File: config.mk
export PLATFORM = sky130hd
export DESIGN_NAME = line_timer
export DESIGN_NICKNAME = d
export VERILOG_FILES = /design/src/source/objdraw_pkg.sv /design/src/source/line_timer.sv
export VERILOG_INCLUDE_DIRS = /design/src /design/src/source
export SDC_FILE = /design/constraint.sdc
export NUM_CORES = 1
export LEC_CHECK = 0
export BUFFER_PORTS_ARGS = -buffer_cell sky130_fd_sc_hd__buf_2
export CAP_MARGIN = 40
export CORE_AREA = 2 2 39 41
export CTS_BUF_LIST = sky130_fd_sc_hd__clkbuf_4 sky130_fd_sc_hd__clkbuf_8
export DETAILED_ROUTE_END_ITERATION = 6
export DIE_AREA = 0 0 41 43
export PLACE_DENSITY = 0.62
export SLEW_MARGIN = 20
export SYNTH_ARGS = -nofsm -noshare
export SYNTH_HDL_FRONTEND = slang
export SYNTH_SLANG_ARGS = --single-unit
File: constraint.sdc
create_clock -name clk -period 1.51 [get_ports clk]
set_clock_uncertainty 0.15 [all_clocks]
set_input_delay 0.302 -clock clk [delete_from_list [all_inputs] [get_ports clk]]
set_output_delay 0.302 -clock clk [all_outputs]
set_load 0.03 [all_outputs]
File: src/source/objdraw_cfg.svh
//////////////////////////////////////////////////////////////////////
// sizes and raster timing for the object line renderer
// hdump is a continuous count 0..OBJ_HTOTAL-1, 512 max (9-bit)
// OBJ_PW must be above 4, the low nibble always comes from ROM
//////////////////////////////////////////////////////////////////////
`ifndef OBJDRAW_CFG_SVH
`define OBJDRAW_CFG_SVH

// object and pixel sizes
`define OBJ_CW        12    // code width
`define OBJ_PW        8     // pixel width, palette on top of ROM nibble

// horizontal raster
`define OBJ_HTOTAL    384   // pixels per line
`define OBJ_HS_START  320   // hs high from here
`define OBJ_HS_END    352   // hs low again from here
`define OBJ_CEN_DIV   2     // clocks per pixel enable

// set to 1 when the ROM stores the right half of a row first
`define OBJ_SWAPH     0

`endif

File: src/source/objdraw_pkg.sv
//////////////////////////////////////////////////////////////////////
// shared types for the object renderer, sized from objdraw_cfg.svh
//////////////////////////////////////////////////////////////////////
`include "objdraw_cfg.svh"

package objdraw_pkg;

    // sprite code as given by the host
    typedef logic [`OBJ_CW-1:0] obj_code_t;

    // line buffer entry and video output pixel
    typedef logic [`OBJ_PW-1:0] pxl_t;

    typedef logic [`OBJ_PW-5:0] pal_t;    // palette, upper pixel bits

    // horizontal position, also the buffer address
    typedef logic [8:0] hpos_t;

    typedef logic [3:0] nib_t;            // ROM pixel, 0 = transparent

    // {code, row[3:0], half}
    typedef logic [`OBJ_CW+4:0] rom_addr_t;

    // sequencer states
    typedef enum logic [1:0] {
        IDLE,   // waiting for draw
        FETCH,  // rom_cs high, waiting for rom_ok
        WRITE   // unpacker busy with the current word
    } draw_state_t;

endpackage

File: src/source/line_timer.sv
//////////////////////////////////////////////////////////////////////
// horizontal raster timer, continuous hdump count only
// hs is registered, so it trails the hdump decode by one clock
//////////////////////////////////////////////////////////////////////
`timescale 1ns/1ps
`include "objdraw_cfg.svh"

module line_timer (
    input  logic               clk,
    input  logic               arst_n,
    output logic               pxl_cen,
    output objdraw_pkg::hpos_t hdump,
    output logic               hs
);

    // divider width, at least one bit even for a divide by 1
    localparam int CEN_W = (`OBJ_CEN_DIV > 1) ? $clog2(`OBJ_CEN_DIV) : 1;

    logic [CEN_W-1:0] cen_cnt;
    logic             hs_zone;

    // clock enable divider, one pulse per OBJ_CEN_DIV clocks
    always_ff @(posedge clk or negedge arst_n) begin
        if (!arst_n) begin
            cen_cnt <= '0;
            pxl_cen <= 1'b0;
        end else if (cen_cnt == CEN_W'(`OBJ_CEN_DIV - 1)) begin
            cen_cnt <= '0;
            pxl_cen <= 1'b1;
        end else begin
            cen_cnt <= cen_cnt + 1'b1;
            pxl_cen <= 1'b0;
        end
    end

    // horizontal count, steps on each pixel enable
    always_ff @(posedge clk or negedge arst_n) begin
        if (!arst_n) begin
            hdump <= '0;
        end else if (pxl_cen) begin
            if (hdump == objdraw_pkg::hpos_t'(`OBJ_HTOTAL - 1))
                hdump <= '0;                // end of line
            else
                hdump <= hdump + 1'b1;
        end
    end

    assign hs_zone = (hdump >= objdraw_pkg::hpos_t'(`OBJ_HS_START)) &&
                     (hdump <  objdraw_pkg::hpos_t'(`OBJ_HS_END));

    always_ff @(posedge clk or negedge arst_n) begin
        if (!arst_n) hs <= 1'b0;
        else         hs <= hs_zone;         // registered, no decode glitches
    end

endmodule

==> summary.md <==
| Metric | Value |
|---|---|
| Postcts setup bufs | `0` |
| Pleak | `0.0003611 uW` |
| Synth Area in Compound Gates | `9.882%` |
| RD Place Congestion | `roughly 0.7` |
| Seq/Total Area, Yosys | `a little under three fifths` |
| Post-Syn Area per Cell | `11.31 um2` |
| Die span in x | `41 um` |
| Drt total wl | `~990 um` |
| First-pass GRT wire length | `1531 um` |
| Clock latency on the worst-skew pair | `270 ps` |
| Layout Nets | `73` |
| Gr usage total | `between 10% and 20%` |
| Initial core utilization | `38.43%` |
| Vias/cell | `~5.0` |
| CP Max Fanout | `5` |
| Diodes inserted | `0` |
| WP data required | `1060 ps` |
| Clock Sinks | `12` |
| ANT nets after route | `0` |
| CTS tree | `yes` |
| Post-synthesis register bit count | `12` |
| Worst path top cell family by delay | `flip-flops` |
| Post-Synth Simple-Gate Area | `17.18%` |
| Least-Margin Pin Slew | `~270 ps` |
| Largest family of logic cells by synthesized area | `simple AND/OR/NAND/NOR gates` |
| Die Y | `43 um` |
| CTS root buf | `clkbuf_4` |
| Crit path DAT | `1010 ps` |
| Tmin final | `1460 ps` |
| CP max stage delay | `410 ps` |
| Buffers & Inverters on Critical Path | `2` |
| Final setup vio count | `0` |
| Initial DRC count | `9` |
| Hpwl dp | `746.3 um` |
| I/O Pins | `13` |
| Warnings from Yosys | `0` |
| Total gr overflow | `0` |
| Yosys top cell area share | `56.47%` |
| H-tree depth | `1` |
| Total die area | `0.001763 mm2` |
| Max-cap viol count | `0` |
| Netlist cell types | `19` |
| CTS clk-pin slew, worst paths | `70 ps` |
| Synth Area in XOR/XNOR | `around 8.2%` |
| CTS Buf Count | `3` |
| Unrepaired setup endpoints after global routing | `false` |
| Port-buffer cells | `12` |
| Syn Std Cell Area | `531.8 um2` |
| Slowest-stage cell, CP | `dfrtp_2` |
| Antenna violations before repair | `0` |
| DRC viols | `0` |
| Setup TNS | `0 ps` |
| Outcome | `complete, no violations` |
| Slew Viols, Final | `0` |
| Mapped Nets | `51` |
| Post-Syn Instances | `47` |
| PD cells | `811.5 mW/mm2` |
| Ranking of synthesized cells by area | `dfrtp_1 (56%), xnor2_1 (4.9%), ha_1 (4.7%)` |
| Crit-path cells | `buf_4, buf_2` |
| Power Total | `580.8 uW` |
| Multiplexer share of the synthesized area | `0%` |
| Core Area | `0.001384 mm2` |
| Avg WL per Cell | `around 12 um` |
| Site Rows | `14` |
| Via count | `approximately 420` |
| Largest area contributor in the netlist | `dfrtp_1` |
| Nature of the critical path endpoint | `output pin` |
| Maximum VDD drop | `0.5717 mV` |
| Slew HR | `between 80% and 90%` |
| Fin. Hold Viols | `0` |
| DRT Pass-1 Iters | `4` |
| Share of cells above drive strength 1 | `44.12%` |
| Hold crit path type | `flop to flop` |
| Final period utilization | `a little over nine tenths` |
| WS Path Type | `flop to output pin` |
| CTS Buffer Depth | `2` |
| Max Freq | `about 680 MHz` |
| Area Overhead vs Synth | `34.59%` |
| Pin count of the biggest net entering global routing | `13` |
| Vias in the first global route | `350` |
| Critical path launch point type | `flop` |
| Area share of fa/ha/maj cells after synthesis | `4.706%` |
synthesized netlist by cell type (all sizes together):
cell    instances
dfrtp          12
nand2           4
nor2            4
inv             3
nand4           3
o21ai           3
xnor2           3
ha              2
nand3           2
nor3            2
xor2            2
a211o           1
a41o            1
buf             1
nand3b          1
o211a           1
o31ai           1
or4b            1
registers in the layout, summed over array words and instances, names as in the netlist:
name	cells
cen_cnt	1
hdump	9
hs	1
pxl_cen	1
metal layers:
layer	vias up	share of wire, %	GRT usage [%]
met5	-	0	0
met4	0	3.8	12.00
met3	5	5.1	3.141
met2	11	46	18.13
met1	200	45	17.29
li1	205	-	-
report_power, final:
part | switching, uW | internal [uW]
logic | 6.29 | 2.63
registers | 0 | 321
clock network | 104 | 147
total | 111 | 470
final cells by class:
cell class / count / area, um2
inverters: 3 / 11.26
fillers: 126 / 668.1
clock buffers: 4 / 36.28
well taps: 16 / 20.02
flip-flops and latches: 12 / 307.8
repair buffers: 18 / 107.6
multi-input cells: 31 / 232.7
final timing paths:
check	from	endpoint	slack, ps	depth (start not counted)
worst min-delay path	cen_cnt	pxl_cen	240	0
worst min register to register	cen_cnt	pxl_cen	240	0
min in group asynchronous	arst_n	hdump[6]	280	2
worst max register to register	hdump[0]	hdump[8]	60	4
worst max-delay path	hdump[3]	hdump[3]	50	2
max in group asynchronous	arst_n	hdump[2]	690	2
repair_timing:
item / in CTS / in global routing
endpoints found under the hold margin: 12 / 0
setup endpoints to repair: 0 / 1
hold buffers: 1 / 0
resized for setup: 0 / 1
kinds of logic after synthesis:
| logic type | Yosys count |
|---|---|
| buffers and inverters | 4 |
| DFF | 12 |
| AOI/OAI and AO/OA | 7 |
| and+or+nand+nor | 17 |
| xor gates and xnor gates | 5 |
| adders and majority gates | 2 |
layout by cell type, fill, tap and decap left out, types with 2 or more instances in the layout:
cell      count
buf_2        12
buf_4         5
clkbuf_4      3
dfrtp_1       6
dfrtp_2       6
inv_1         3
nand2_1       4
nand4_1       3
nor2_1        4
nor3_1        2
o21ai_0       3
xnor2_1       3
xor2_1        2
metrics by stage:
step	setup slack (ps)	area (um2)	hold WS [ps]	util (%)	cells
final	50.04	715.7	239.5	51.72	84
after global routing	4.894	715.7	255.6	51.72	84
after floorplan	-14.71	551.8	-143.6	-	47
after global placement	108.2	661.9	43.32	47.83	79
after CTS	43.98	708.2	245.5	51.18	84
after detailed placement	74.33	661.9	41.49	47.83	79
Note: power is estimated with default switching activity, not from simulation.
