<file path="config.mk">
export PLATFORM = sky130hd
export DESIGN_NAME = draw_fsm
export DESIGN_NICKNAME = d
export VERILOG_FILES = /design/src/source/objdraw_pkg.sv /design/src/source/draw_fsm.sv
export VERILOG_INCLUDE_DIRS = /design/src /design/src/source
export SDC_FILE = /design/constraint.sdc
export NUM_CORES = 1
export LEC_CHECK = 0
export BUFFER_PORTS_ARGS = -buffer_cell sky130_fd_sc_hd__buf_4
export CAP_MARGIN = 30
export CELL_PAD_IN_SITES_DETAIL_PLACEMENT = 0
export CELL_PAD_IN_SITES_GLOBAL_PLACEMENT = 1
export CORE_ASPECT_RATIO = 0.8
export CORE_UTILIZATION = 24
export DETAILED_ROUTE_END_ITERATION = 10
export MAX_ROUTING_LAYER = met4
export PLACE_DENSITY_LB_ADDON = 0.08
export SYNTH_ARGS = -nofsm -noshare
export SYNTH_HDL_FRONTEND = slang
export SYNTH_SLANG_ARGS = --single-unit
</file>
<file path="constraint.sdc">
create_clock -name clk -period 2.2 [get_ports clk]
set_clock_uncertainty 0.2 [all_clocks]
set_input_delay 0.11 -clock clk [delete_from_list [all_inputs] [get_ports clk]]
set_output_delay 0.11 -clock clk [all_outputs]
set_load 0.1 [all_outputs]
</file>
<file path="src/source/objdraw_cfg.svh">
//////////////////////////////////////////////////////////////////////
// sizes and raster timing for the object line renderer
// hdump is a continuous count 0..OBJ_HTOTAL-1, 512 max (9-bit)
// OBJ_PW must be above 4, the low nibble always comes from ROM
//////////////////////////////////////////////////////////////////////
`ifndef OBJDRAW_CFG_SVH
`define OBJDRAW_CFG_SVH

// object and pixel sizes
`define OBJ_CW        12    // code width
`define OBJ_PW        8     // pixel width, palette on top of ROM nibble

// horizontal raster
`define OBJ_HTOTAL    384   // pixels per line
`define OBJ_HS_START  320   // hs high from here
`define OBJ_HS_END    352   // hs low again from here
`define OBJ_CEN_DIV   2     // clocks per pixel enable

// set to 1 when the ROM stores the right half of a row first
`define OBJ_SWAPH     0

`endif

</file>
<file path="src/source/objdraw_pkg.sv">
//////////////////////////////////////////////////////////////////////
// shared types for the object renderer, sized from objdraw_cfg.svh
//////////////////////////////////////////////////////////////////////
`include "objdraw_cfg.svh"

package objdraw_pkg;

    // sprite code as given by the host
    typedef logic [`OBJ_CW-1:0] obj_code_t;

    // line buffer entry and video output pixel
    typedef logic [`OBJ_PW-1:0] pxl_t;

    typedef logic [`OBJ_PW-5:0] pal_t;    // palette, upper pixel bits

    // horizontal position, also the buffer address
    typedef logic [8:0] hpos_t;

    typedef logic [3:0] nib_t;            // ROM pixel, 0 = transparent

    // {code, row[3:0], half}
    typedef logic [`OBJ_CW+4:0] rom_addr_t;

    // sequencer states
    typedef enum logic [1:0] {
        IDLE,   // waiting for draw
        FETCH,  // rom_cs high, waiting for rom_ok
        WRITE   // unpacker busy with the current word
    } draw_state_t;

endpackage

</file>
<file path="src/source/draw_fsm.sv">
//////////////////////////////////////////////////////////////////////
// draw command sequencer, two ROM fetches per 16-pixel sprite row
// command fields are captured on accept and may change afterwards
// rom_cs and rom_addr hold steady until rom_ok
//////////////////////////////////////////////////////////////////////
`timescale 1ns/1ps
`include "objdraw_cfg.svh"

module draw_fsm (
    input  logic                   clk,
    input  logic                   arst_n,
    // host command
    input  logic                   draw,
    input  objdraw_pkg::obj_code_t code,
    input  objdraw_pkg::hpos_t     xpos,
    input  logic [3:0]             ysub,
    input  logic                   hflip,
    input  logic                   vflip,
    input  objdraw_pkg::pal_t      pal,
    // graphics ROM
    input  logic                   rom_ok,
    input  logic [31:0]            rom_data,
    input  logic                   unpack_busy,
    output logic                   busy,
    output logic                   rom_cs,
    output objdraw_pkg::rom_addr_t rom_addr,
    // to the unpacker
    output logic                   word_load,
    output logic [31:0]            word_data,
    output objdraw_pkg::hpos_t     base_x,
    output logic                   flip_h,
    output objdraw_pkg::pal_t      pal_q
);

    localparam bit SWAPH = (`OBJ_SWAPH != 0);

    objdraw_pkg::draw_state_t state;
    logic                     second;   // fetching the right-hand word
    logic                     accept;

    // captured command
    objdraw_pkg::obj_code_t code_q;
    objdraw_pkg::hpos_t     xpos_q;
    logic [3:0]             ysub_q;
    logic                   hflip_q;
    logic                   vflip_q;
    logic [3:0]             row;
    logic                   half;

    assign accept = draw && (state == objdraw_pkg::IDLE);

    always_ff @(posedge clk or negedge arst_n) begin
        if (!arst_n) begin
            state  <= objdraw_pkg::IDLE;
            second <= 1'b0;
        end else begin
            case (state)
                objdraw_pkg::IDLE: if (draw) begin
                    state  <= objdraw_pkg::FETCH;
                    second <= 1'b0;
                end
                objdraw_pkg::FETCH: if (rom_ok) state <= objdraw_pkg::WRITE;
                objdraw_pkg::WRITE: if (!unpack_busy) begin
                    // unpacker is on its last pixel here
                    if (second) begin
                        state <= objdraw_pkg::IDLE;
                    end else begin
                        state  <= objdraw_pkg::FETCH;
                        second <= 1'b1;
                    end
                end
                default: state <= objdraw_pkg::IDLE;
            endcase
        end
    end

    // command capture, only on accept
    always_ff @(posedge clk) begin
        if (accept) begin
            code_q  <= code;
            xpos_q  <= xpos;
            ysub_q  <= ysub;
            hflip_q <= hflip;
            vflip_q <= vflip;
            pal_q   <= pal;
        end
    end

    assign row  = vflip_q ? ~ysub_q : ysub_q;       // vertical flip picks mirrored row
    assign half = second ^ hflip_q ^ SWAPH;         // hflip draws right half first

    assign busy      = (state != objdraw_pkg::IDLE);
    assign rom_cs    = (state == objdraw_pkg::FETCH);
    assign rom_addr  = {code_q, row, half};
    assign word_load = rom_cs && rom_ok;            // data valid with rom_ok
    assign word_data = rom_data;
    assign base_x    = second ? xpos_q + 9'd8 : xpos_q;  // wraps at 512
    assign flip_h    = hflip_q;

endmodule

</file>
==> results.sh <==
export IMPL_ctsHoldBuffers=36
export IMPL_worstSetupStartpointType="register"
export IMPL_portion_of_the_post_synthesis_area_used_by_sequential_elements=0.664
export IMPL_gpl_final_weighted_congestion=0.658
export IMPL_synthTopCellsByArea="sky130_fd_sc_hd__edfxtp_1 61%, sky130_fd_sc_hd__buf_4 18%, sky130_fd_sc_hd__dfrtp_1 5.0%"
export IMPL_compound_gate_fraction_of_synth_area=0.0174
export IMPL_syn_area_um2=1510
export IMPL_slew_violations=0
export IMPL_routedWlPerCell_um=11.9
export IMPL_synth_area_mux_share=0.00744
export IMPL_path_clk_slew_ns=0.06
export IMPL_htree_num_levels=2
export IMPL_achievable_frequency_mhz=518
export IMPL_layout_worst_path_cycle_share=0.877
export IMPL_drc_errors=0
export IMPL_signed_area_change_from_the_synthesized_netlist_to_the_final_layout_pct=56.9
export IMPL_commonest_non_fill_non_tap_cell_in_the_layout="sky130_fd_sc_hd__buf_4"
export IMPL_yosys_warnings=0
export IMPL_net_count_synth=171
export IMPL_routed_wl_mm=3.10
export IMPL_cts_tree="done"
export IMPL_postSynthRegisterBits=34
export IMPL_synth_adder_area_share=0.00826
export IMPL_grt_start_max_net_pins=33
export IMPL_finalCriticalPeriod_ns=1.93
export IMPL_vdd_ir_drop_max_uv=544
export IMPL_placement_rows=25
export IMPL_io_buffer_count=69
export IMPL_syn_instance_count=102
export IMPL_groute_usage_overall=0.102
export IMPL_critical_path_slowest_cell="sky130_fd_sc_hd__dfrtp_1"
export IMPL_final_cell_area_um2=2380
export IMPL_layout_common_cells="69 x sky130_fd_sc_hd__buf_4, 36 x sky130_fd_sc_hd__dlygate4sd3_1, 31 x sky130_fd_sc_hd__edfxtp_1"
export IMPL_max_slew_worst_pin_slew_ns=0.388
export IMPL_r2r_worst_path_cells=4
export IMPL_cpPeakStageDelay_ns=0.54
export IMPL_final_net_count=247
export IMPL_placed_wire_length_estimate_after_detailed_placement_mm=2.17
export IMPL_leftover_overflow_at_the_end_of_global_routing=0
export IMPL_drt_vias_per_instance=3.72
export IMPL_syn_mean_instance_area_um2=14.8
export IMPL_seq_power_share=0.295
export IMPL_run_status="finished clean"
export IMPL_required_time_at_the_worst_slack_endpoint_ns=1.89
export IMPL_synth_xor_area_share=0.0579
export IMPL_drt_pass1_iterations=4
export IMPL_netlist_cell_type_count=20
export IMPL_synth_top_cell_area_share=0.615
export IMPL_finalHoldViolations=0
export IMPL_cts_setup_buffers=0
export IMPL_dominant_combinational_cell_family_by_area_after_synthesis="buffers and inverters"
export IMPL_power_density_nw_per_um2=1430
export IMPL_comb_power_share=0.580
export IMPL_initial_utilization=0.252
export IMPL_placeableCoreArea_um2=6010
export IMPL_timing_critical_path_arrival_ns=1.62
export IMPL_cts_buffers=5
export IMPL_number_of_global_route_vias_before_repair=1096
export IMPL_switching_power_mw=1.85
export IMPL_post_route_cells_drive_above_1_share=0.497
export IMPL_clkPwrFrac=0.126
export IMPL_internal_pwr_total_mw=1.55
export IMPL_chipWidth_um=90.8
export IMPL_power_share_switching=0.544
export IMPL_post_synth_and_or_nand_nor_area_fraction=0.0562
export IMPL_regArea_um2=1010
export IMPL_setup_worst_path_class="reg2out"
export IMPL_timing_max_slew_rel_slack=0.741
export IMPL_root_buffer="sky130_fd_sc_hd__clkbuf_8"
export IMPL_hp_class="in2reg"
export IMPL_detailed_place_area_um2=1930
export IMPL_power_static_leakage_nw=0.994
export IMPL_antenna_found_initial=0
export IMPL_grt_first_pass_wirelength_mm=4.97
export IMPL_end_kind="primary output"
export IMPL_num_io_pins=134
export IMPL_dr_first_iter_drc_count=7
export IMPL_fillers=600
export IMPL_rsz0062_at_grt="no"
export IMPL_setup_viol=0
export IMPL_multi_input_comb_area_um2=282
export IMPL_fp_dieArea_um2=6630
export IMPL_detail_route_antenna_nets=0
export IMPL_max_clock_path_buffers=2
export IMPL_timing_max_cap_violations=0
export IMPL_dr_total_vias=968
export IMPL_postCtsResizedCells=0
export IMPL_insertedDiodeCount=0
export IMPL_worstSkewPairLatency_ns=0.28
export IMPL_ordered_cell_list_for_the_critical_path="nand4_2 > nor2_1 > xor2_2 > buf_4"
export IMPL_post_route_util=0.396
export IMPL_min_delay_path_depth=4
export IMPL_synth_largest_area_cell="sky130_fd_sc_hd__edfxtp_1"
export IMPL_clock_sink_count=34
export IMPL_worstPathMaxFanout=9
export IMPL_die_h_um=73.0
## synthesized netlist by cell type
master / n
sky130_fd_sc_hd__a211o_1: 1
sky130_fd_sc_hd__and2_1: 1
sky130_fd_sc_hd__buf_4: 37
sky130_fd_sc_hd__dfrtp_1: 3
sky130_fd_sc_hd__edfxtp_1: 31
sky130_fd_sc_hd__ha_1: 1
sky130_fd_sc_hd__inv_1: 2
sky130_fd_sc_hd__mux2_2: 1
sky130_fd_sc_hd__nand2_1: 4
sky130_fd_sc_hd__nand4_1: 1
sky130_fd_sc_hd__nand4_2: 1
sky130_fd_sc_hd__nor2_1: 2
sky130_fd_sc_hd__nor2_2: 1
sky130_fd_sc_hd__nor2b_4: 1
sky130_fd_sc_hd__nor4b_1: 1
sky130_fd_sc_hd__o21ai_0: 2
sky130_fd_sc_hd__o21bai_1: 1
sky130_fd_sc_hd__or2_4: 1
sky130_fd_sc_hd__xnor2_1: 3
sky130_fd_sc_hd__xor2_1: 7
## registers in the layout, indices dropped and copies added (netlist names)
signal,count
flip_h,1
state,2
second,1
ysub_q,4
pal_q,4
code_q,12
xpos_q,9
vflip_q,1
## cell type report
class	count	share of cell area
repair buffers	106	0.378
flip-flops and latches	34	0.423
well taps	81	0.0427
multi-input cells	29	0.118
inverters	2	0.00316
clock inverters	2	0.00369
clock buffers	6	0.0305
## path summary, 6_finish.rpt
check / startpoint / to / slack [ns]
max: second$_DFFE_PN0P_ / base_x[8] / 0.27
min: draw / second$_DFFE_PN0P_ / 0.008
max reg2reg: state[0]$_DFFE_PN0P_ / state[1]$_DFFE_PN0P_ / 0.43
min reg2reg: state[0]$_DFFE_PN0P_ / second$_DFFE_PN0P_ / 0.42
max in group asynchronous: arst_n / second$_DFFE_PN0P_ / 1.12
min in group asynchronous: arst_n / state[1]$_DFFE_PN0P_ / 0.52
## power groups by stage
stage          combinational (mW)  sequential (mW)  clock [mW]
6_report                     1.97             1.00       0.429
5_1_grt                      2.04             1.02       0.480
4_1_cts                      1.99             1.00       0.456
3_5_place_dp                 1.93             1.02           0
3_3_place_gp                 1.93             1.01           0
2_1_floorplan                1.42             1.43           0
## cells by family (layout without fill, tap and decap cells)
kind of cell,count (synthesis),after routing
AO/OA/AOI/OAI,4,4
adder cells (fa/ha/maj),1,1
multiplexers,1,1
flip-flops,34,34
buffers and inverters,39,116
XOR/XNOR,10,10
AND/OR/NAND/NOR,13,13
## per-stage QoR
| step | std cells | TNS [ns] | hold WS, ns | power [mW] | worst slack, ns |
|---|---|---|---|---|---|
| after floorplan | 102 | -0.298 | -0.386 | 2.85 | -0.251 |
| after global placement | 216 | 0 | -0.296 | 2.95 | 0.575 |
| after detailed placement | 216 | 0 | -0.294 | 2.95 | 0.544 |
| after CTS | 260 | 0 | 0.000605 | 3.45 | 0.231 |
| after global routing | 260 | 0 | 0.0201 | 3.55 | 0.147 |
| final | 260 | 0 | 0.00789 | 3.41 | 0.271 |
## critical path: cells and delay by family, from the launching register on
kind                      cells  cell delay [ns]
DFF                           1             0.54
xor gates and xnor gates      1             0.14
and+or+nand+nor               2             0.37
buffers and inverters         1             0.30
## layer usage
metal	wire (um)	vias to the layer above	track usage	part of all wire
met4	63	0	0.0441	0.020
met2	1460	51	0.162	0.47
met3	338	13	0.0490	0.11
li1	-	459	-	-
met1	1240	445	0.110	0.40
met5	0	-	-	0
(Power assumes the default switching activity.)
