[config.mk]
export PLATFORM = sky130hd
export DESIGN_NAME = pixel_unpack
export DESIGN_NICKNAME = d
export VERILOG_FILES = /design/src/source/objdraw_pkg.sv /design/src/source/pixel_unpack.sv
export VERILOG_INCLUDE_DIRS = /design/src /design/src/source
export SDC_FILE = /design/constraint.sdc
export NUM_CORES = 1
export LEC_CHECK = 0
export BUFFER_PORTS_ARGS = -buffer_cell sky130_fd_sc_hd__buf_2
export CORE_MARGIN = 1.5
export CORE_UTILIZATION = 46
export CTS_CLUSTER_SIZE = 30
export DETAILED_ROUTE_END_ITERATION = 7
export PLACE_DENSITY = 0.83
export SYNTH_ARGS = -nofsm -noshare
export SYNTH_HDL_FRONTEND = slang
export SYNTH_SLANG_ARGS = --single-unit
[constraint.sdc]
create_clock -name clk -period 3.2 [get_ports clk]
set_input_delay 0.32 -clock clk [delete_from_list [all_inputs] [get_ports clk]]
set_output_delay 0.32 -clock clk [all_outputs]
set_load 0.02 [all_outputs]
[src/source/objdraw_cfg.svh]
//////////////////////////////////////////////////////////////////////
// sizes and raster timing for the object line renderer
// hdump is a continuous count 0..OBJ_HTOTAL-1, 512 max (9-bit)
// OBJ_PW must be above 4, the low nibble always comes from ROM
//////////////////////////////////////////////////////////////////////
`ifndef OBJDRAW_CFG_SVH
`define OBJDRAW_CFG_SVH

// object and pixel sizes
`define OBJ_CW        12    // code width
`define OBJ_PW        8     // pixel width, palette on top of ROM nibble

// horizontal raster
`define OBJ_HTOTAL    384   // pixels per line
`define OBJ_HS_START  320   // hs high from here
`define OBJ_HS_END    352   // hs low again from here
`define OBJ_CEN_DIV   2     // clocks per pixel enable

// set to 1 when the ROM stores the right half of a row first
`define OBJ_SWAPH     0

`endif

[src/source/objdraw_pkg.sv]
//////////////////////////////////////////////////////////////////////
// shared types for the object renderer, sized from objdraw_cfg.svh
//////////////////////////////////////////////////////////////////////
`include "objdraw_cfg.svh"

package objdraw_pkg;

    // sprite code as given by the host
    typedef logic [`OBJ_CW-1:0] obj_code_t;

    // line buffer entry and video output pixel
    typedef logic [`OBJ_PW-1:0] pxl_t;

    typedef logic [`OBJ_PW-5:0] pal_t;    // palette, upper pixel bits

    // horizontal position, also the buffer address
    typedef logic [8:0] hpos_t;

    typedef logic [3:0] nib_t;            // ROM pixel, 0 = transparent

    // {code, row[3:0], half}
    typedef logic [`OBJ_CW+4:0] rom_addr_t;

    // sequencer states
    typedef enum logic [1:0] {
        IDLE,   // waiting for draw
        FETCH,  // rom_cs high, waiting for rom_ok
        WRITE   // unpacker busy with the current word
    } draw_state_t;

endpackage

[src/source/pixel_unpack.sv]
//////////////////////////////////////////////////////////////////////
// unpacks one ROM word into eight buffer writes, one per clock
// word_load is ignored while a word is still being written
//////////////////////////////////////////////////////////////////////
`timescale 1ns/1ps

module pixel_unpack (
    input  logic               clk,
    input  logic               arst_n,
    input  logic               word_load,
    input  logic [31:0]        word_data,
    input  objdraw_pkg::hpos_t base_x,
    input  logic               flip_h,
    input  objdraw_pkg::pal_t  pal,
    output logic               unpack_busy,
    output logic               buf_we,
    output objdraw_pkg::hpos_t buf_addr,
    output objdraw_pkg::pxl_t  buf_din
);

    logic                 active;
    logic [2:0]           cnt;      // output pixel index
    logic [2:0]           sel;      // nibble index inside the word
    logic [31:0]          word_q;
    objdraw_pkg::hpos_t   base_q;
    logic                 flip_q;
    objdraw_pkg::pal_t    pal_q;
    objdraw_pkg::nib_t    nib;

    always_ff @(posedge clk or negedge arst_n) begin
        if (!arst_n) begin
            active <= 1'b0;
            cnt    <= '0;
        end else if (active) begin
            cnt <= cnt + 1'b1;
            if (cnt == 3'd7) active <= 1'b0;    // eighth write done
        end else if (word_load) begin
            active <= 1'b1;
            cnt    <= '0;
        end
    end

    // word and drawing attributes
    always_ff @(posedge clk) begin
        if (word_load && !active) begin
            word_q <= word_data;
            base_q <= base_x;
            flip_q <= flip_h;
            pal_q  <= pal;
        end
    end

    assign sel = flip_q ? ~cnt : cnt;              // flip reads from the top nibble
    assign nib = word_q[{sel, 2'b00} +: 4];

    // low on the last pixel so the sequencer moves on right after it
    assign unpack_busy = active && (cnt != 3'd7);
    assign buf_we      = active && (nib != 4'd0);  // 0 is transparent
    assign buf_addr    = base_q + {6'd0, cnt};     // 9-bit, wraps at 512
    assign buf_din     = {pal_q, nib};

endmodule

==> metrics.cfg, run 1 <==
[drt]
vias_per_cell=5.30
drcViolationCount=0
vias=1644
antenna_left=0
wirelength_um=4470
dr.pass1.iters=4
wire_per_inst_um=14.4
drt_iter0_drc=101

[cts]
clock_sinks=50
cts_buffers=5
clock_latency_ns=0.30
cts.htree.levels=2
cts_tree=done
clockBufferDepth=2
clk_pin_slew_ns=0.09
root_buffer=clkbuf_8
postCtsSetupBuffers=0

[timing]
fin_crit_ns=2.70
finalClockSkew_ns=0.00833
tightest_slew_ns=0.553
slew_headroom_pct=63.1
slew_viol_final=0
hold_violations=0
setup_viol=0
setup-tns-final_ns=0
max_freq_mhz=371
rsz0062_at_grt=no
fin_crit_sh_pct=84.3

[yosys]
synth_nets=228
postSynthCellCount=173
synth.cell_area_sq_um=2370
seq_area_frac_synth_pct=62.5
async_flop_share_pct=8.00
ys_types=34
ys.flop_type=edfxtp_1
ys_seq_elements=50
ys_warn_count=0
synth_edf_count=46
avgSynthCellArea_sq_um=13.7

[grt]
grt_pass1_vias=1610
gr-total-overflow=0
grtUsageTotal_pct=17.0
met1_usage_pct=21.1
antenna_found_initial=0
gr-usage-met3_pct=4.55
use_met2_pct=29.0
grt_max_degree=29
busiest_layer=met2
grt_pass1_wl_um=7080

[placed_design]
dpl.cell_count=301
hpwlAfterDp_um=3350
post_dp_cell_area_sq_um=2770
io_buffers=67
place_congestion=0.943

[worst_setup_path]
path_class=register to output pin
cpMaxStageDelayCell=dfrtp_1
crit_path_max_incr_delay_ns=0.56
crit_path_end_kind=output pin
critPathRequiredTime_ns=2.88
critPathMaxFanout=12
start_kind=register
worstPathArrival_ns=2.38
crit_chain=buf_4, mux2_2, o22ai_1, a21oi_1, o2bb2ai_1, o41a_1, buf_2

[floorplan]
ioPinCount=68
die_area_sq_um=5590
start_util_pct=48.9
die_h_um=74.8
die_w_um=74.8
coreArea_sq_um=4850
num_rows=25

[final_layout]
layout.core_utilization_pct=59.6
fillers=394
drive_gt1_share_pct=37.4
areaGrowthSynthToFinish_pct=22.1
post-route-cell-area_sq_um=2890
nNetsFinal=297
antenna_cells=0
layout_common_cells=buf_2 (67), edfxtp_1 (46), nand2_1 (15)
final_cells=310
layout_commonest_cell=buf_2

[hold_path]
worstHoldPathType=input port to register

[outcome]
status=finished clean

[flow_run]
maxCapViolCount=0

[pwr]
p_total_mw=2.41
cellLeakagePower_nw=1.17
power_per_cell_area_nw_per_um2=833
max-vdd-ir-drop_v=0.000395

per-stage QoR:
step / setup WS [ns] / hold slack [ns]
3_5_place_dp: 0.825 / 0.127
5_1_grt: 0.377 / 0.168
2_1_floorplan: 0.152 / 0.0244
3_3_place_gp: 0.854 / 0.128
6_report: 0.503 / 0.187
4_1_cts: 0.480 / 0.179
state kept, by name (all words and copies together), names as in the netlist:
name and count:
word_q 32, base_q 9, pal_q 4, cnt 3, active 1, flip_q 1
layer usage:
layer | vias to the layer above | wire, um
met3 | 2 | 287
li1 | 801 | -
met5 | - | 0
met2 | 52 | 2310
met1 | 789 | 1850
met4 | 0 | 27
synthesized netlist by cell type, drive strengths merged, types with 4 or more instances:
master	count	share of area [%]
o22ai	10	2.6
a21oi	11	2.3
edfxtp	46	58
a22o	10	3.7
dfrtp	4	4.2
ha	5	2.6
mux2i	12	5.1
xnor2	4	1.5
mux2	5	2.4
buf	7	1.9
nand2	15	2.4
o21ai	4	0.85
nor2	4	0.63
nor2b	5	1.3
worst paths after layout:
| check | from | end | slack, ns | cells after the start |
|---|---|---|---|---|
| setup / recovery | cnt[0] | buf_we | 0.50 | 7 |
| hold / removal | base_x[8] | base_q[8] | 0.19 | 1 |
| setup reg to reg | active | word_q[13] | 1.44 | 2 |
| hold reg to reg | active | cnt[1] | 0.71 | 2 |
| max in group asynchronous | arst_n | cnt[1] | 2.74 | 2 |
| min in group asynchronous | arst_n | active | 0.35 | 2 |
worst max-delay path: cells and delay by family, from the launching register on:
family / cells / cell delay, ns
AO/OA/AOI/OAI: 4 / 0.72
buffers and inverters: 2 / 0.44
flip-flops: 1 / 0.56
multiplexers: 1 / 0.35
where the power goes:
group / internal [mW] / switching (mW) / leakage, nW
clock: 0.237 / 0.210 / 0.0587
combinational: 0.434 / 0.571 / 0.642
sequential: 0.838 / 0.119 / 0.470
total: 1.51 / 0.899 / 1.17
logic make-up (layout without fill, tap and decap cells):
logic type | Yosys count | in the layout | synth area share (%)
XOR/XNOR | 7 | 7 | 2.59
buffers and inverters | 9 | 79 | 2.22
flip-flops | 50 | 50 | 62.5
AO/OA/AOI/OAI | 47 | 47 | 13.7
multiplexers | 17 | 17 | 7.45
adder cells (fa/ha/maj) | 6 | 6 | 3.49
AND/OR/NAND/NOR | 37 | 37 | 8.03
layout make-up:
class / count / area (sq um) / area share [%]
Sequential cell: 50 / 1480 / 51.2
Multi-Input combinational cell: 114 / 842 / 29.1
Timing Repair Buffer: 71 / 368 / 12.7
Tap cell: 67 / 83.8 / 2.90
Clock buffer: 5 / 68.8 / 2.38
Clock inverter: 3 / 47.5 / 1.64
what timing repair did:
item,4_1_cts,5_1_grt
gates resized for setup,0,0
hold buffers,1,0
endpoints found under the hold margin,4,0
(Power assumes the default switching activity.)
==> run 2: changes to the inputs <==
Settings changed: ABC_AREA set to 1, CORE_UTILIZATION 46 to 51, PLACE_DENSITY 0.83 to 0.87.
Clock period 3.2 ns to 2.8 ns, I/O delays scaled along.
==> metrics.cfg, run 2 <==
[worst_setup_path]
crit_path_max_incr_delay_ns=0.48  ; -0.08 ns
reg2reg_to=base_q[0]
cp_num_buf_inv=2  ; unchanged
reg2reg_slack_ns=1.35  ; -0.09 ns
critPathTopFamily=adder cells
worstPathArrival_ns=2.30  ; -0.08 ns
rr_worst_depth=2  ; unchanged
critPathMaxFanout=7  ; -5
crit_chain=ha_1, fa_1, nand2_1, inv_1, o21ai_0, nor3_1, nand3_1, xnor2_1, buf_2
worst-path-stages=9  ; +2
start_kind=register
critPathLaunch=cnt[0]
r2r-start=active
cpMaxStageDelayCell=dfrtp_1
crit_path_end_kind=output pin
cp-endpoint=buf_addr[8]
path_class=register to output pin
critPathRequiredTime_ns=2.52  ; -0.36 ns

[yosys]
netlist_top_cells_area=edfxtp_1 (61%), nand3_1 (7.7%), nand2_1 (6.3%), inv_1 (5.5%), dfrtp_1 (4.4%)
synth.cell_area_sq_um=2260  ; -4.5%
ys_warn_count=0  ; unchanged
yosysMostFrequentCell=edfxtp_1
synth_common_cells=edfxtp_1 (46), nand2_1 (38), nand3_1 (35)
postSynthCellCount=196  ; +13%
synth_nets=251  ; +10%
ys.flop_type=edfxtp_1
avgSynthCellArea_sq_um=11.5  ; -16%
async_flop_share_pct=8.00  ; unchanged
yosys.area.top_type=edfxtp_1
synth_edf_count=46  ; unchanged
ys_types=23  ; -32%
seq_area_frac_synth_pct=65.5  ; +2.9 points
ys_seq_elements=50  ; unchanged
synth_top_area_share_pct=61.1  ; +2.7 points

[cts]
cts_tree=done
cts_resized=0  ; unchanged
postCtsSetupBuffers=0  ; unchanged
clock_sinks=50  ; unchanged
root_buffer=clkbuf_8
cts.htree.levels=2  ; unchanged
clock_latency_ns=0.29  ; about the same
cts_buffers=5  ; unchanged
clockBufferDepth=2  ; unchanged
clk_pin_slew_ns=0.08  ; about the same

[timing]
max_freq_mhz=388
fin_crit_ns=2.58
hold_violations=0  ; unchanged
setup_viol=0  ; unchanged
rsz0062_at_grt=no
setup-tns-final_ns=0  ; unchanged
finalClockSkew_ns=0.00370  ; -0.00463 ns
fin_crit_sh_pct=92.1
slew_viol_final=0  ; unchanged
slew_headroom_pct=61.5  ; -1.6 points
tightest_slew_ns=0.577  ; +0.0248 ns

[drt]
wirelength_um=3880  ; -13%
vias=1565  ; -4.8%
drt_iter0_drc=65  ; -36%
antenna_left=0  ; unchanged
dr.pass1.iters=4  ; unchanged
drcViolationCount=0  ; unchanged
wire_per_inst_um=12.1  ; -16%
vias_per_cell=4.88  ; -8.1%

[grt]
grt_max_degree=48  ; +66%
grt_pass1_wl_um=6340  ; -10%
gr-total-overflow=0  ; unchanged
grtUsageTotal_pct=16.9  ; about the same
antenna_found_initial=0  ; unchanged
grt_pass1_vias=1486  ; -7.7%

[floorplan]
die_h_um=69.6  ; -6.9%
die_area_sq_um=4840  ; -13%
num_rows=24  ; -4.0%
die_w_um=69.6  ; -6.9%
ioPinCount=68  ; unchanged
start_util_pct=52.3  ; +3.5 points
coreArea_sq_um=4320  ; -11%

[pwr]
power_frac_clock_pct=15.2  ; -3.4 points
power_per_cell_area_nw_per_um2=916  ; +9.9%
max-vdd-ir-drop_v=0.000500  ; +27%
p_total_mw=2.50  ; +3.8%
swShare_pct=39.7  ; +2.4 points
p_sw_uw=993  ; +10%
cellLeakagePower_nw=1.27  ; +8.1%
combinationalPowerShare_pct=42.9  ; +1.2 points
pwr-share-seq_pct=41.9  ; +2.2 points
p_int_mw=1.51  ; -0.11%

[final_layout]
layout_commonest_cell=buf_2
multi_input_comb_area_sq_um=619  ; -26%
largest_reg_flops=32  ; unchanged
drive_gt1_share_pct=30.9  ; -6.6 points
top_register=word_q
antenna_cells=0  ; unchanged
reg_top3=word_q x32, base_q x9, pal_q x4
register_area_sq_um=1480  ; unchanged
fillers=350  ; -11%
layout_common_cells=buf_2 (67), edfxtp_1 (46), nand2_1 (38)
nNetsFinal=323  ; +8.8%
areaGrowthSynthToFinish_pct=20.7
layout.core_utilization_pct=63.1  ; +3.5 points

[outcome]
status=finished clean

[hold_path]
worstHoldPathType=input port to register

[placed_design]
io_buffers=67  ; unchanged
hpwlAfterDp_um=2900  ; -13%
place_congestion=0.857  ; -9.1%

[flow_run]
maxCapViolCount=0  ; unchanged

run 2: cell count changes after synthesis, moves of 4 or more:
cell,previous run,this run
a22o_1,10,2
nand3_1,0,35
a21oi_1,11,1
o22ai_1,10,0
mux2_2,5,0
inv_1,0,33
mux2i_1,12,0
nand2_1,15,38
nor2b_1,5,0
nor2_1,4,8
run 2: area by class of cell:
cell class	count	area share (%)
clock buffer	7	2.80
multi-input combinational	107	22.7
clock inverter	1	0.137
timing repair buffer	69	12.9
sequential	50	54.3
tap	52	2.38
inverter	35	4.81
run 2: kinds of logic (layout without fill, tap and decap cells):
kind of cell	Yosys count	in the layout	share of synthesized area (%)
AO/OA/AOI/OAI	5	5	1.44
buffers and inverters	39	112	7.47
XOR/XNOR	9	9	4.48
AND/OR/NAND/NOR	87	87	17.5
adder cells (fa/ha/maj)	6	6	3.65
flip-flops	50	50	65.5
run 2: stage by stage:
stage | instances | cell area (sq um) | hold WS (ns) | setup slack [ns]
final | 321 | 2730 | 0.157 | 0.222
after global routing | 321 | 2730 | 0.140 | 0.0619
after CTS | 321 | 2730 | 0.145 | 0.203
after detailed placement | 312 | 2640 | 0.0939 | 0.533
after global placement | 312 | 2640 | 0.0888 | 0.588
after floorplan | 196 | 2260 | -0.0156 | 0.682
run 2: routing by layer:
layer	share of wire (%)	GRT usage, %	wire (um)
met1	38	18.8	1460
met2	55	30.8	2120
met3	5.4	3.78	210
met4	2.3	7.84	88
met5	0	0	0
run 2: timing repair:
item                                    CTS  global route
endpoints found under the setup margin    0             0
hold endpoints to repair                  4             0
hold buffers                              1             0
run 2: worst min path at each step:
stage / from / endpoint / slack, ns / depth (start not counted)
floorplan: arst_n / active / -0.02 / 0
global placement: arst_n / active / 0.09 / 1
detailed placement: arst_n / active / 0.09 / 1
CTS: word_data[27] / word_q[27] / 0.15 / 1
global route: word_data[25] / word_q[25] / 0.14 / 1
finish: word_data[26] / word_q[26] / 0.16 / 1
run 2: power by group through the flow:
stage	combinational, mW	clock [mW]	sequential, mW
finish	1.07	0.380	1.05
global route	1.19	0.422	1.06
CTS	1.08	0.395	1.05
detailed placement	1.08	0	1.06
global placement	1.05	0	1.05
floorplan	0.806	0	1.05
